$ cat src/cache_pkg.sv
package cache_pkg;

	// Size of the array and of a word
	localparam int ADDR_W     = 32;                         // Byte address width of the APB bus
	localparam int DATA_W     = 32;                         // One cache word
	localparam int STRB_W     = DATA_W / 8;                 // One strobe per byte lane
	localparam int WAYS       = 4;                          // Ways per set
	localparam int WAY_W      = 2;                          // Index of a way
	localparam int SETS       = 16;                         // Sets in every way
	localparam int SET_W      = 4;                          // Index of a set
	localparam int LINE_WORDS = 4;                          // Words held by one line
	localparam int WORD_W     = 2;                          // Index of a word inside a line
	localparam int TAG_W      = ADDR_W - SET_W - WORD_W - 2; // Upper address bits kept as the tag
	localparam int TAG_STRB_W = (TAG_W + 7) / 8;            // Byte lanes of the tag memory

	// Byte address split into its cache fields
	typedef struct packed {
		logic [TAG_W-1:0]  tag;  // Compared against the stored tag
		logic [SET_W-1:0]  set;  // Selects the line in every way
		logic [WORD_W-1:0] word; // Selects the word in the line
		logic [1:0]        off;  // Byte offset which the word access ignores
	} cache_addr_t;

	// Kind of transfer the controller is serving
	typedef enum logic {
		op_lookup, // APB read
		op_fill    // APB write
	} cache_op_e;

	// Request broadcast from the controller to every way
	typedef struct packed {
		logic              rd_en;   // Reads tag and data memories of all ways
		cache_addr_t       addr;    // Held for the whole transfer
		logic [DATA_W-1:0] wdata;   // Word to merge into the data memory
		logic [STRB_W-1:0] wstrb;   // Byte lanes of wdata that are written
		logic [WAYS-1:0]   tag_we;  // One hot select of the way that takes a new tag
		logic [WAYS-1:0]   data_we; // One hot select of the way that takes the word
		logic              alloc;   // Line is newly taken so only this word stays valid
	} way_cmd_t;

	// Result of one way for the registered lookup
	typedef struct packed {
		logic              hit;     // Tag matches and the addressed word is valid
		logic              tag_hit; // Tag matches and the line holds some valid word
		logic [DATA_W-1:0] rdata;   // Word read from this way
	} way_rsp_t;

	// Summary of the lookup handed back to the controller for fills
	typedef struct packed {
		logic             tag_hit_any; // Some way already owns the line
		logic [WAY_W-1:0] tag_hit_way; // Index of that way
	} lookup_t;

	// Controller FSM
	typedef enum logic [1:0] {
		st_idle,    // Waits for psel
		st_lookup,  // Memories are read
		st_resolve, // Way results are valid
		st_write    // Fill is written and pready is raised
	} apb_state_e;

endpackage

$ cat src/cache_hit_select.sv
`timescale 1ns/1ps

module cache_hit_select (
	input  logic                         CLK,
	input  logic                         arst_n,
	input  cache_pkg::way_rsp_t          rsp [cache_pkg::WAYS], // Results of all ways
	input  logic                         rd_valid,              // Read results are due
	output cache_pkg::lookup_t           lookup,
	output logic [cache_pkg::DATA_W-1:0] prdata,
	output logic                         pslverr
);

	import cache_pkg::*;

	logic [WAYS-1:0]  hit_vec; // Ways holding the addressed word
	logic [WAYS-1:0]  tag_vec; // Ways holding the addressed line
	logic [WAY_W-1:0] hit_way; // Encoded index of the word hit
	logic [WAY_W-1:0] tag_way; // Encoded index of the line hit
	logic             any_hit; // Read can be served

	// Gather the way results and encode them
	// Both vectors are one hot at most so the last match is the only match
	always_comb begin
		hit_way = '0;
		tag_way = '0;
		for (int w = 0; w < WAYS; w++) begin
			hit_vec[w] = rsp[w].hit;
			tag_vec[w] = rsp[w].tag_hit;
			if (rsp[w].hit) begin
				hit_way = WAY_W'(w);
			end
			if (rsp[w].tag_hit) begin
				tag_way = WAY_W'(w);
			end
		end
	end

	assign any_hit = |hit_vec;

	// Line ownership goes back to the controller for the fill decision
	assign lookup.tag_hit_any = |tag_vec;
	assign lookup.tag_hit_way = tag_way;

	// Read data and error only in the completion cycle of a read
	assign prdata  = (rd_valid && any_hit) ? rsp[hit_way].rdata : '0; // Zero on a miss
	assign pslverr = rd_valid && !any_hit;                            // A miss is an error

	// A tag lives in one way of a set at most so no two ways can match
	a_hits_onehot: assert property (@(posedge CLK) disable iff (!arst_n)
		$onehot0(hit_vec) && $onehot0(tag_vec));

endmodule

$ cat config.mk
export PLATFORM = sky130hd
export DESIGN_NAME = cache_hit_select
export DESIGN_NICKNAME = d
export VERILOG_FILES = /design/src/cache_pkg.sv /design/src/cache_hit_select.sv
export SDC_FILE = /design/constraint.sdc
export NUM_CORES = 1
export LEC_CHECK = 0
export BUFFER_PORTS_ARGS = -buffer_cell sky130_fd_sc_hd__buf_4
export CORE_AREA = 2 2 67 69
export DETAILED_ROUTE_END_ITERATION = 8
export DIE_AREA = 0 0 69 71
export PLACE_DENSITY = 0.87
export SKIP_LAST_GASP = 1
export SYNTH_ARGS = -nofsm -noshare
export SYNTH_HDL_FRONTEND = slang
export SYNTH_SLANG_ARGS = --single-unit
export TNS_END_PERCENT = 30
$ cat constraint.sdc
create_clock -name vclk -period 3
set_clock_uncertainty 0.2 [all_clocks]
set_input_delay 0 -clock vclk [all_inputs]
set_output_delay 0 -clock vclk [all_outputs]
set_load 0.02 [all_outputs]
-- Word level (Yosys, flattened, before mapping)
Cells that the tools add are included.
- memories kept: 0
- bits in registers: 0
- bits in writable memories: 0
- bits in read-only memories: 0
- input port bits: 139
- word-level logic and storage cells: 17
- latch bits: 0
- output and inout bits: 36
- add/sub/neg operators: 0
- shift operators: 0
- mux-type cells: 10
- bitwise logic cells: 1
- equality and inequality tests: 0
- divide/modulo/power cells: 0
- $lt $le $gt $ge: 1
- multipliers: 0
- reductions and logical operators: 5
- operator list (kind ; number):
    $mux W32 ; 3
    $bmux W34 S2 ; 1
    $mux W2 ; 4
    $reduce_or A4 Y1 ; 2
    $ge A3 B3 Y1 const B ; 1
    $not A2 Y3 ; 1
    $logic_and A1 B1 Y1 ; 2
    $mux W1 ; 2
    $logic_not A1 Y1 ; 1

-- Depth between registers and ports, before layout
- depth in word-level cells: 8
- gate-level depth with buffers: 4
- gate-level depth less buffers: 2

-- Worst setup path before layout
No wires, ideal clock.
- path kind: input -> output
- from: input port rsp[101] (netlist bit)
- to: output port prdata[26] (netlist bit)
- stages on the path: 3
- arrival: 1.416 ns
- setup slack: 1.384 ns
- buffers on the path: 1
- cell sequence: buf_4 mux2i_1 a2111oi_0
- word-level cells in the longest chain between the ends: 8
- ends and longest elaborated chain (what ; line ; RTL):
    from (decl) ; cache_hit_select.sv:6 ; input cache_pkg::way_rsp_t rsp [cache_pkg::WAYS],
    $mux W1 ; cache_hit_select.sv:29 ; if (rsp[w].hit) begin
    $mux W2 (2 in series) ; cache_hit_select.sv:29 ;
    $not A2 Y3 (implied by the code) ; cache_hit_select.sv:45 ; assign prdata = (rd_valid && any_hit) ? rsp[hit_way].rdata : '0;
    $bmux W34 S2 ; cache_hit_select.sv:45 ;
    $mux W32 (implied by the code) (2 in series) ; cache_hit_select.sv:45 ;
    $mux W32 * ; cache_hit_select.sv:45 ;
    to (decl) ; cache_hit_select.sv:9 ; output logic [cache_pkg::DATA_W-1:0] prdata,
Every way passes the cells marked *; elsewhere a longest branch is shown, timed or not. The select of a mux whose other input is x is not followed.

-- Worst setup path after layout
- from: input port rsp[33] (netlist bit)
- to: output port prdata[7] (netlist bit)
- word-level cells in the longest chain between the ends: 6
- ends and longest elaborated chain (what ; line):
    $mux W2 ; cache_hit_select.sv:29
    $not A2 Y3 (implied by the code) ; cache_hit_select.sv:45
    $bmux W34 S2 ; cache_hit_select.sv:45
    $mux W32 (implied by the code) (2 in series) ; cache_hit_select.sv:45
    $mux W32 * ; cache_hit_select.sv:45
Marks and branches as above.

==> impl_metrics.env <==
export IMPL_post_route_drc_count=0
export IMPL_detailedPlacementHpwl_mm=4.52
export IMPL_ys_types=18
export IMPL_power_density_cell_area_mw_per_mm2=155
export IMPL_min_delay_path_depth=3
export IMPL_syn_avg_cell_area_sq_um=9.28
export IMPL_grt_util_all_layers_pct=21.0
export IMPL_n_clock_buffer=0
export IMPL_area_growth_synth_to_final_pct=86.5
export IMPL_seq_area_frac_synth_pct=0
export IMPL_critPathLaunchType="input port"
export IMPL_fin_total_pwr_mw=0.418
export IMPL_n_antenna_cell=0
export IMPL_hold_path_class="input port to output port"
export IMPL_floorplan_die_height_um=71
export IMPL_setup_violations=0
export IMPL_finalCriticalPeriod_ns=1.74
export IMPL_number_of_hold_violations_in_the_final_report=0
export IMPL_worst_slack_ns=1.26
export IMPL_crit_arrival_ns=1.54
export IMPL_peakVddDrop_mv=0.107
export IMPL_first_global_vias=1894
export IMPL_drv_max_cap_violation_count=0
export IMPL_tns_ns=0
export IMPL_layout_area_seq_sq_um=0
export IMPL_antenna_found_initial=0
export IMPL_die_area_sq_mm=0.00490
export IMPL_avgRoutedWirePerCell_um=15.6
export IMPL_drt_initial_drc_count=81
export IMPL_initial_utilization_pct=34.4
export IMPL_cp_data_required_time_ns=2.80
export IMPL_rsz_0062_raised_after_global_routing="no"
export IMPL_grt_first_pass_wirelength_mm=8.89
export IMPL_syn_cell_area_sq_mm=0.00145
export IMPL_port_buffers=173
export IMPL_fin_nets=453
export IMPL_timing_setup_critical_path_class="input port to output port"
export IMPL_endpoint_kind="output port"
export IMPL_largest_net_degree_at_the_start_of_global_routing=67
export IMPL_status="finished, final reports clean"
export IMPL_finish_instance_area_sq_mm=0.00270
export IMPL_postSynthNetCount=295
export IMPL_critPathMaxFanout=66
export IMPL_drive_above_1_share_pct=67.0
export IMPL_maxSlewHeadroom_pct=59.1
export IMPL_detailroute_via_count=1928
export IMPL_drv_slew=0
export IMPL_grt_overflow_total=0
export IMPL_nFlopsAndLatches=0
export IMPL_detail_route_vias_per_cell=5.30
export IMPL_boundaryPins=175
export IMPL_detailedRoute_firstPassIterationCount=4
export IMPL_finalCritPeriodShare_pct=57.9
export IMPL_cts_resized_gates=0
export IMPL_wl_mm=5.67
export IMPL_dieWidth_um=69
export IMPL_cts_repair_timing_setup_buffer_count=0
export IMPL_tightestPinTransition_ns=0.612
export IMPL_antenna_violating_nets_post_route=0
export IMPL_postCtsHoldBufs=0
export IMPL_dpl_worst_slack_ns=1.25
export IMPL_dpl_cell_area_sq_mm=0.00270
export IMPL_row_count=24
export IMPL_layout_commonest_cell="sky130_fd_sc_hd__buf_4"
export IMPL_number_of_warnings_reported_in_the_yosys_synthesis_log=0
export IMPL_p_leak_nw=1.25
export IMPL_layout_filler_cells=351
export IMPL_maxClockFrequency_mhz=576
export IMPL_mostFrequentLayoutCells="175 x sky130_fd_sc_hd__buf_4, 32 x sky130_fd_sc_hd__mux2i_1, 32 x sky130_fd_sc_hd__nor3b_1, 32 x sky130_fd_sc_hd__nor2b_1, 30 x sky130_fd_sc_hd__a2111oi_2"
export IMPL_globalplace_congestion=0.757
export IMPL_design_core_area_sq_mm=0.00420
export IMPL_syn_inst=156
## final cells by class
cell class	instances	area [sq um]	share of cell area [%]
timing repair buffer	176	1330	49.4
tap	52	65.1	2.41
multi-input combinational	135	1300	48.1
inverter	1	3.75	0.139
## routing by layer
metal  share of wire (%)  wire length, um  track usage (%)
met1                  39             2210             25.8
met2                  54             3040             40.2
met3                 6.7              381             3.13
met4                0.62               35             1.74
met5                   0                0                0
## synth_stat cells, drive strengths merged
master   count  share of area [%]
clkbuf       7                2.2
nor2b       32                 14
or2          1               0.43
mux2i       32                 22
or3          1               0.43
inv          1               0.26
a21o         1               0.52
buf         13                8.3
nor3b       32                 17
nor2         2               0.69
o41ai        1                1.9
a2111oi     32                 32
and3         1               0.43
## stage by stage
stage / util (%) / cells / hold WS [ns]
after floorplan: - / 156 / -0.0546
after global placement: 64.2 / 364 / 0.0754
after detailed placement: 64.2 / 364 / 0.0872
after CTS: 64.2 / 364 / 0.0873
after global routing: 64.2 / 364 / 0.0998
final: 64.2 / 364 / 0.0819
## cell families (layout without fill, tap and decap cells)
logic type / after synthesis / after routing / share of synthesized area [%]
AO/OA/AOI/OAI: 34 / 34 / 34.7
buffers and inverters: 21 / 177 / 10.7
multiplexers: 32 / 32 / 22.1
AND/OR/NAND/NOR: 69 / 69 / 32.4
## critical path: stages
cell and delay, ns:
sky130_fd_sc_hd__buf_4 0.48, sky130_fd_sc_hd__nor2_4 0.25, sky130_fd_sc_hd__buf_12 0.23, sky130_fd_sc_hd__a2111oi_2 0.33, sky130_fd_sc_hd__buf_4 0.21
## final timing paths
path                start        end  slack (ns)
setup / recovery  rsp[33]  prdata[7]        1.26
hold / removal    rsp[32]  lookup[0]        0.08
## power by group
part	internal, mW	switching (mW)
combinational	0.233	0.185
clock	0	0
sequential	0	0
(Power assumes the default switching activity.)
