File: src/cache_pkg.sv
package cache_pkg;

	// Size of the array and of a word
	localparam int ADDR_W     = 32;                         // Byte address width of the APB bus
	localparam int DATA_W     = 32;                         // One cache word
	localparam int STRB_W     = DATA_W / 8;                 // One strobe per byte lane
	localparam int WAYS       = 4;                          // Ways per set
	localparam int WAY_W      = 2;                          // Index of a way
	localparam int SETS       = 16;                         // Sets in every way
	localparam int SET_W      = 4;                          // Index of a set
	localparam int LINE_WORDS = 4;                          // Words held by one line
	localparam int WORD_W     = 2;                          // Index of a word inside a line
	localparam int TAG_W      = ADDR_W - SET_W - WORD_W - 2; // Upper address bits kept as the tag
	localparam int TAG_STRB_W = (TAG_W + 7) / 8;            // Byte lanes of the tag memory

	// Byte address split into its cache fields
	typedef struct packed {
		logic [TAG_W-1:0]  tag;  // Compared against the stored tag
		logic [SET_W-1:0]  set;  // Selects the line in every way
		logic [WORD_W-1:0] word; // Selects the word in the line
		logic [1:0]        off;  // Byte offset which the word access ignores
	} cache_addr_t;

	// Kind of transfer the controller is serving
	typedef enum logic {
		op_lookup, // APB read
		op_fill    // APB write
	} cache_op_e;

	// Request broadcast from the controller to every way
	typedef struct packed {
		logic              rd_en;   // Reads tag and data memories of all ways
		cache_addr_t       addr;    // Held for the whole transfer
		logic [DATA_W-1:0] wdata;   // Word to merge into the data memory
		logic [STRB_W-1:0] wstrb;   // Byte lanes of wdata that are written
		logic [WAYS-1:0]   tag_we;  // One hot select of the way that takes a new tag
		logic [WAYS-1:0]   data_we; // One hot select of the way that takes the word
		logic              alloc;   // Line is newly taken so only this word stays valid
	} way_cmd_t;

	// Result of one way for the registered lookup
	typedef struct packed {
		logic              hit;     // Tag matches and the addressed word is valid
		logic              tag_hit; // Tag matches and the line holds some valid word
		logic [DATA_W-1:0] rdata;   // Word read from this way
	} way_rsp_t;

	// Summary of the lookup handed back to the controller for fills
	typedef struct packed {
		logic             tag_hit_any; // Some way already owns the line
		logic [WAY_W-1:0] tag_hit_way; // Index of that way
	} lookup_t;

	// Controller FSM
	typedef enum logic [1:0] {
		st_idle,    // Waits for psel
		st_lookup,  // Memories are read
		st_resolve, // Way results are valid
		st_write    // Fill is written and pready is raised
	} apb_state_e;

endpackage

File: src/cache_apb_ctrl.sv
`timescale 1ns/1ps

module cache_apb_ctrl (
	input  logic                         CLK,
	input  logic                         arst_n,
	input  logic                         psel,
	input  logic                         penable,
	input  logic                         pwrite,
	input  logic [cache_pkg::ADDR_W-1:0] paddr,
	input  logic [cache_pkg::DATA_W-1:0] pwdata,
	input  logic [cache_pkg::STRB_W-1:0] pstrb,
	output logic                         pready,
	output logic                         resolve, // Read results are due this cycle
	input  cache_pkg::lookup_t           lookup,
	output cache_pkg::way_cmd_t          cmd
);

	import cache_pkg::*;

	apb_state_e                 state;        // Current FSM state
	apb_state_e                 state_nxt;    // Next FSM state
	cache_op_e                  op_q;         // Kind of the transfer in flight
	cache_addr_t                req_addr;     // Address latched in the setup cycle
	logic [DATA_W-1:0]          req_wdata;    // Write word latched in the setup cycle
	logic [STRB_W-1:0]          req_wstrb;    // Byte strobes latched in the setup cycle
	logic [SETS-1:0][WAY_W-1:0] victim;       // Round robin victim of every set
	logic                       accept;       // Setup cycle of a new transfer
	logic                       fill_resolve; // Fill decides its way this cycle
	logic                       fill_alloc;   // Fill misses and takes the victim way
	logic [WAY_W-1:0]           fill_way;     // Way that receives the fill
	logic [WAYS-1:0]            tag_we_q;     // Tag write enables for st_write
	logic [WAYS-1:0]            data_we_q;    // Data write enables for st_write
	logic                       alloc_q;      // Fill clears the rest of the line

	assign accept       = (state == st_idle) && psel;
	assign fill_resolve = (state == st_resolve) && (op_q == op_fill);
	assign fill_alloc   = !lookup.tag_hit_any;
	assign fill_way     = fill_alloc ? victim[req_addr.set] : lookup.tag_hit_way;

	always_comb begin
		state_nxt = state;
		case (state)
			st_idle: begin
				if (accept) begin
					state_nxt = st_lookup; // Access phase starts next cycle
				end
			end
			st_lookup:  state_nxt = st_resolve;
			st_resolve: state_nxt = (op_q == op_fill) ? st_write : st_idle; // Reads end here
			st_write:   state_nxt = st_idle;
			default:    state_nxt = st_idle;
		endcase
	end

	always_ff @(posedge CLK or negedge arst_n) begin
		if (!arst_n) begin
			state <= st_idle;
			op_q  <= op_lookup;
		end else begin
			state <= state_nxt;
			if (accept) begin
				op_q <= pwrite ? op_fill : op_lookup;
			end
		end
	end

	// Request payload held for the rest of the transfer
	always_ff @(posedge CLK) begin
		if (accept) begin
			req_addr  <= cache_addr_t'(paddr);
			req_wdata <= pwdata;
			req_wstrb <= pstrb;
		end
	end

	// Way choice for fills and the victim rotation
	always_ff @(posedge CLK or negedge arst_n) begin
		if (!arst_n) begin
			tag_we_q  <= '0;
			data_we_q <= '0;
			alloc_q   <= 1'b0;
			victim    <= '0;
		end else if (fill_resolve) begin
			data_we_q <= WAYS'(1) << fill_way;                         // Hit way or victim
			tag_we_q  <= fill_alloc ? (WAYS'(1) << fill_way) : '0;     // Tag only on a miss
			alloc_q   <= fill_alloc;
			if (fill_alloc) begin
				victim[req_addr.set] <= victim[req_addr.set] + 1'b1; // Wraps after the last way
			end
		end else begin
			tag_we_q  <= '0; // Enables last exactly one cycle
			data_we_q <= '0;
			alloc_q   <= 1'b0;
		end
	end

	always_comb begin
		cmd.rd_en   = (state == st_lookup); // Single read pulse per transfer
		cmd.addr    = req_addr;
		cmd.wdata   = req_wdata;
		cmd.wstrb   = req_wstrb;
		cmd.tag_we  = tag_we_q;
		cmd.data_we = data_we_q;
		cmd.alloc   = alloc_q;
	end

	assign resolve = (state == st_resolve) && (op_q == op_lookup);
	assign pready  = resolve || (state == st_write); // Second access cycle for reads and third for writes

	// At most one way is written per fill
	a_we_onehot: assert property (@(posedge CLK) disable iff (!arst_n)
		$onehot0(cmd.tag_we) && $onehot0(cmd.data_we));

	// The master keeps the address until the transfer completes
	a_paddr_stable: assert property (@(posedge CLK) disable iff (!arst_n)
		(psel && !pready) |=> $stable(paddr));

	// penable is only seen in the access phase after an accepted setup
	a_setup_first: assert property (@(posedge CLK) disable iff (!arst_n)
		accept |-> !penable);

endmodule

File: config.mk
export PLATFORM = sky130hd
export DESIGN_NAME = cache_apb_ctrl
export DESIGN_NICKNAME = d
export VERILOG_FILES = /design/src/cache_pkg.sv /design/src/cache_apb_ctrl.sv
export SDC_FILE = /design/constraint.sdc
export NUM_CORES = 1
export LEC_CHECK = 0
export BUFFER_PORTS_ARGS = -buffer_cell sky130_fd_sc_hd__buf_2
export CAP_MARGIN = 30
export CORE_MARGIN = 4
export CORE_UTILIZATION = 40
export CTS_CLUSTER_SIZE = 12
export DETAILED_ROUTE_END_ITERATION = 10
export GPL_TIMING_DRIVEN = 0
export MAX_ROUTING_LAYER = met4
export PLACE_DENSITY = 0.67
export SYNTH_ARGS = -nofsm -noshare
export SYNTH_HDL_FRONTEND = slang
export SYNTH_SLANG_ARGS = --single-unit
export TNS_END_PERCENT = 20
File: constraint.sdc
create_clock -name CLK -period 15.7 [get_ports CLK]
set_input_delay 2.355 -clock CLK [delete_from_list [all_inputs] [get_ports CLK]]
set_output_delay 2.355 -clock CLK [all_outputs]
set_load 0.02 [all_outputs]
* Word-level counts from Yosys, hierarchy flattened *
Cells that the tools add are included.

operators by class
  shift operators = 1
  magnitude comparators = 2
  $add $sub $neg = 1
  equal/unequal tests = 4
  reduce and logical (&&, ||, !) cells = 8
  bitwise operators = 2
  mux-type cells = 14

operators with widths
  cell                 count
  $bwmux 32            1
  $mux 4               3
  $mux 2               5
  $bmux 2 s4           1
  $demux 2 s4          1
  $pmux 2 s4           1
  $lt 4x5->1 const B   1
  $eq 2x2->1 const B   2
  $ge 4x1->1 const B   1
  $logic_and 1x1->1    4
  $shl 1x2->4 const A  1
  $add 2x1->2 const B  1
  $eq 2x1->1 const B   1
  $logic_not 2->1      1
  $mux 1               2
  $ne 2x2->1 const B   1
  $not 1->1            2
  $reduce_and 2->1     1
  $logic_not 1->1      1
  $logic_or 1x1->1     1

storage, ports and cells
  register bits after elaboration = 112
  input bits = 76
  word-level logic and storage cells = 59
  output and inout bits = 80

* Logic depth before layout (Yosys ltp) *
  word-level depth = 6
  mapped depth = 6
  mapped depth without buffers = 5

* Least setup slack after synthesis *
No wires, ideal clock.

  path kind = input to register
  from = input psel
  to = register op_q
  path slack = 7.464 ns
  arrival = 8.146 ns
  library setup time = 0.090 ns
  cell stages on the path = 2
  path buffers = 0
  data required time = 15.610 ns
  path through = nor3b_1 > mux2_2

on the way
  longest elaborated chain between the ends = 1

RTL lines
  element                 line                  text
  start: declaration      cache_apb_ctrl.sv:6   input logic psel,
  $logic_and 1x1->1       cache_apb_ctrl.sv:35  assign accept = (state == st_idle) && psel;
  end signal: assignment  cache_apb_ctrl.sv:58  op_q <= op_lookup;
  end signal: assignment  cache_apb_ctrl.sv:62  op_q <= pwrite ? op_fill : op_lookup;
  end: declaration        cache_apb_ctrl.sv:22  cache_op_e op_q;

No other way between the ends.
A chain may end at the register's enable or synchronous reset.

* Worst setup path in the final report *
  from = input lookup[2] (netlist name)
  to = register victim[24] (netlist name)

on the way
  longest elaborated chain between the ends = 2

RTL lines
  element                         line                  text
  start: declaration              cache_apb_ctrl.sv:14  input cache_pkg::lookup_t lookup,
  $not 1->1 (no line)             n/a
  $reduce_and 2->1 (no line)      n/a
  end signal: indexed assignment  cache_apb_ctrl.sv:88  victim[req_addr.set] <= victim[req_addr.set] + 1'b1;
  end: declaration                cache_apb_ctrl.sv:26  logic [SETS-1:0][WAY_W-1:0] victim;

No other way between the ends.

==> flow_summary.json <==
{
  "status": "complete, no violations",
  "synth_area_um2": 4220,
  "drive_gt1_frac": 0.527,
  "syn_nets": 309,
  "cts-buffers-inserted": 9,
  "yosysSeqAreaShare": 0.745,
  "combPwrFrac": 0.284,
  "p_int_uw": 528,
  "fin_setup_tns_ps": 0,
  "ys.flop_type": "edfxtp_1",
  "start_kind": "input port",
  "diodes": 0,
  "ant_nets": 0,
  "critPathMaxFanout": 10,
  "synth.distinct_cells": 36,
  "grt_pass1_vias": 2750,
  "setup_violations": 0,
  "ys_seq_elements": 112,
  "wl_met3_um": 544,
  "fin_cells": 546,
  "fin_nets": 481,
  "place_inst": 529,
  "io_pins": 156,
  "synthTopCellsByArea": "edfxtp_1 (48%), dfrtp_1 (26%), mux2_2 (6.7%), mux4_1 (5.0%), nor2_1 (0.98%)",
  "synthTopCellsByCount": "edfxtp_1 (68), dfrtp_1 (44), mux2_2 (25)",
  "dr.pass1.iters": 6,
  "die_h_um": 111,
  "ir_drop_uv": 71.9,
  "die_w_um": 111,
  "rsz0062_at_grt": "false",
  "start_util": 0.410,
  "cts_root_buf": "clkbuf_8",
  "grt_max_degree": 45,
  "sw_frac_of_total": 0.325,
  "grt_pass1_wl_um": 14800,
  "clock_path_buffers": 2,
  "fillers": 885,
  "dp_hpwl_um": 7160,
  "via_per_inst": 4.92,
  "cts_tree": "yes",
  "cts_setup_buffers": 0,
  "ys_async_sr_fraction": 0.393,
  "wl_met1_um": 3610,
  "power.share.clock": 0.202,
  "endpoint_kind": "flop",
  "hp-class": "reg2reg",
  "num_vias": 2687,
  "cp.arrival_ps": 4010,
  "power_density_nw_per_um2": 144,
  "synth_top_area_share": 0.484,
  "post_cts_resize_count": 0,
  "drc_errors": 0,
  "seqPwrFrac": 0.515,
  "place_congestion": 0.834,
  "yosys.cell_count.top_type": "edfxtp_1",
  "finClkSkew_ps": 13.2,
  "netSwitchingPower_uw": 254,
  "core_area_um2": 10300,
  "area_growth_pct": 28.8,
  "fin_crit_ps": 3760,
  "synth_top_area_cell": "edfxtp_1",
  "dieArea_um2": 12300,
  "fin_crit_sh": 0.239,
  "slew_viol_final": 0,
  "hold_violations": 0,
  "port_buffers": 154,
  "drt_iter0_drc": 97,
  "fmax_ghz": 0.266,
  "htree_levels": 3,
  "path_class": "in2reg",
  "post_drt_wl_per_cell_um": 16.9,
  "core.rowCount": 37,
  "p_leak_nw": 2.44,
  "crit_path_cell_trace": "buf_2 > nand4bb_1 > clkbuf_1 > buf_1 > nor4_1 > mux2_2",
  "top_layer_used": "met4",
  "netlist_instances": 233,
  "syn_avg_cell_area_um2": 18.1,
  "grt_use_total": 0.159,
  "cp_slowest_cell": "nor4_1",
  "synth_edf_count": 68,
  "slowest_delay_ps": 440,
  "slew_headroom": 0.562,
  "holdBufCountCts": 0,
  "postRouteWirelength_um": 9200,
  "met2WireLength_um": 4760,
  "ys.warnings.count": 0,
  "grt-ovfl-total": 0,
  "cts.sinks": 112,
  "antenna_found_initial": 0,
  "clock_latency_ps": 370,
  "clk_pin_slew_ps": 100,
  "cp_data_required_time_ps": 15960,
  "worst_pin_slew_ps": 651,
  "maxCapViolCount": 0
}
-- cell usage in the layout (no fill, tap or decap), drive strengths merged --
| cell type | instances |
|---|---|
| nand2 | 4 |
| nand4 | 2 |
| clkinv | 2 |
| inv | 7 |
| xnor2 | 1 |
| a31oi | 6 |
| o41ai | 2 |
| a21boi | 1 |
| nor3b | 2 |
| nand4bb | 1 |
| nand2b | 2 |
| edfxtp | 68 |
| mux2i | 6 |
| nor2 | 11 |
| o31ai | 4 |
| mux2 | 27 |
| and3 | 3 |
| nor3 | 5 |
| buf | 169 |
| clkbuf | 15 |
| mux4 | 8 |
| and4 | 1 |
| nor4 | 6 |
| or2 | 4 |
| dfrtp | 44 |
| nor4b | 2 |
| clkinvlp | 1 |
| nand3 | 2 |
| xor2 | 1 |
| nand4b | 2 |
| o21ai | 1 |
-- logic make-up (layout without fill, tap and decap cells) --
family,count (synthesis),count (layout),synth area share
compound gates,14,14,0.0231
xor+xnor,2,2,0.00593
buf+inv,17,194,0.0222
flops,112,112,0.745
mux,41,41,0.140
simple gates,47,47,0.0635
-- flip-flops by register name, summed over array words and instances, names as in the netlist --
signal and count:
req_wstrb 4, victim 32, data_we_q 4, op_q 1, state 2, req_wdata 32, alloc_q 1, tag_we_q 4
cmd 32
-- power groups by stage --
stage                     clock network, mW  logic [mW]  registers [mW]
after floorplan                           0      0.0943           0.458
after global placement                    0       0.207           0.418
after detailed placement                  0       0.224           0.409
after CTS                             0.164       0.225           0.403
after global routing                  0.176       0.240           0.409
final                                 0.158       0.222           0.402
-- per-layer routing --
layer  track usage  vias to the layer above
met5             -                        -
met2         0.259                       93
met1         0.186                     1329
met3        0.0388                       22
li1              -                     1243
met4        0.0739                        0
-- layout make-up --
class | instances | area [µm²] | area share
inverters | 5 | 18.8 | 0.00346
multi-input cells | 104 | 986 | 0.182
well taps | 136 | 170 | 0.0313
clock inverters | 5 | 38.8 | 0.00714
plain buffers | 12 | 75.1 | 0.0138
repair buffers | 161 | 858 | 0.158
flip-flops and latches | 112 | 3140 | 0.579
clock buffers | 11 | 141 | 0.0260
-- per-stage QoR --
stage          cell area, µm²  hold WS [ps]  worst slack [ps]  total power [mW]   util
5_1_grt                  5430           527             11840             0.825  0.528
6_report                 5430           492             11940             0.782  0.528
3_5_place_dp             5230           472             11580             0.634  0.509
3_3_place_gp             5160           458              5370             0.625  0.502
4_1_cts                  5410           495             11980             0.791  0.527
2_1_floorplan            4220           435              7460             0.553      -
-- final timing paths --
| kind | start | to | depth (start not counted) | slack [ps] |
|---|---|---|---|---|
| setup reg to reg | cmd[52]$_DFFE_PP_ | victim[18]$_DFFE_PN0P_ | 5 | 13460 |
| min in group asynchronous | arst_n | victim[27]$_DFFE_PN0P_ | 1 | 1770 |
| setup / recovery | lookup[2] | victim[24]$_DFFE_PN0P_ | 6 | 11940 |
| max in group asynchronous | arst_n | victim[18]$_DFFE_PN0P_ | 2 | 13510 |
| hold reg to reg | victim[15]$_DFFE_PN0P_ | victim[15]$_DFFE_PN0P_ | 1 | 490 |
| hold / removal | victim[15]$_DFFE_PN0P_ | victim[15]$_DFFE_PN0P_ | 1 | 490 |
-- critical path: cells and delay by family --
kind          cells  cell delay [ps]
mux               1              380
simple gates      2              630
buf+inv           3              650
Power figures use the tool's default switching activity.
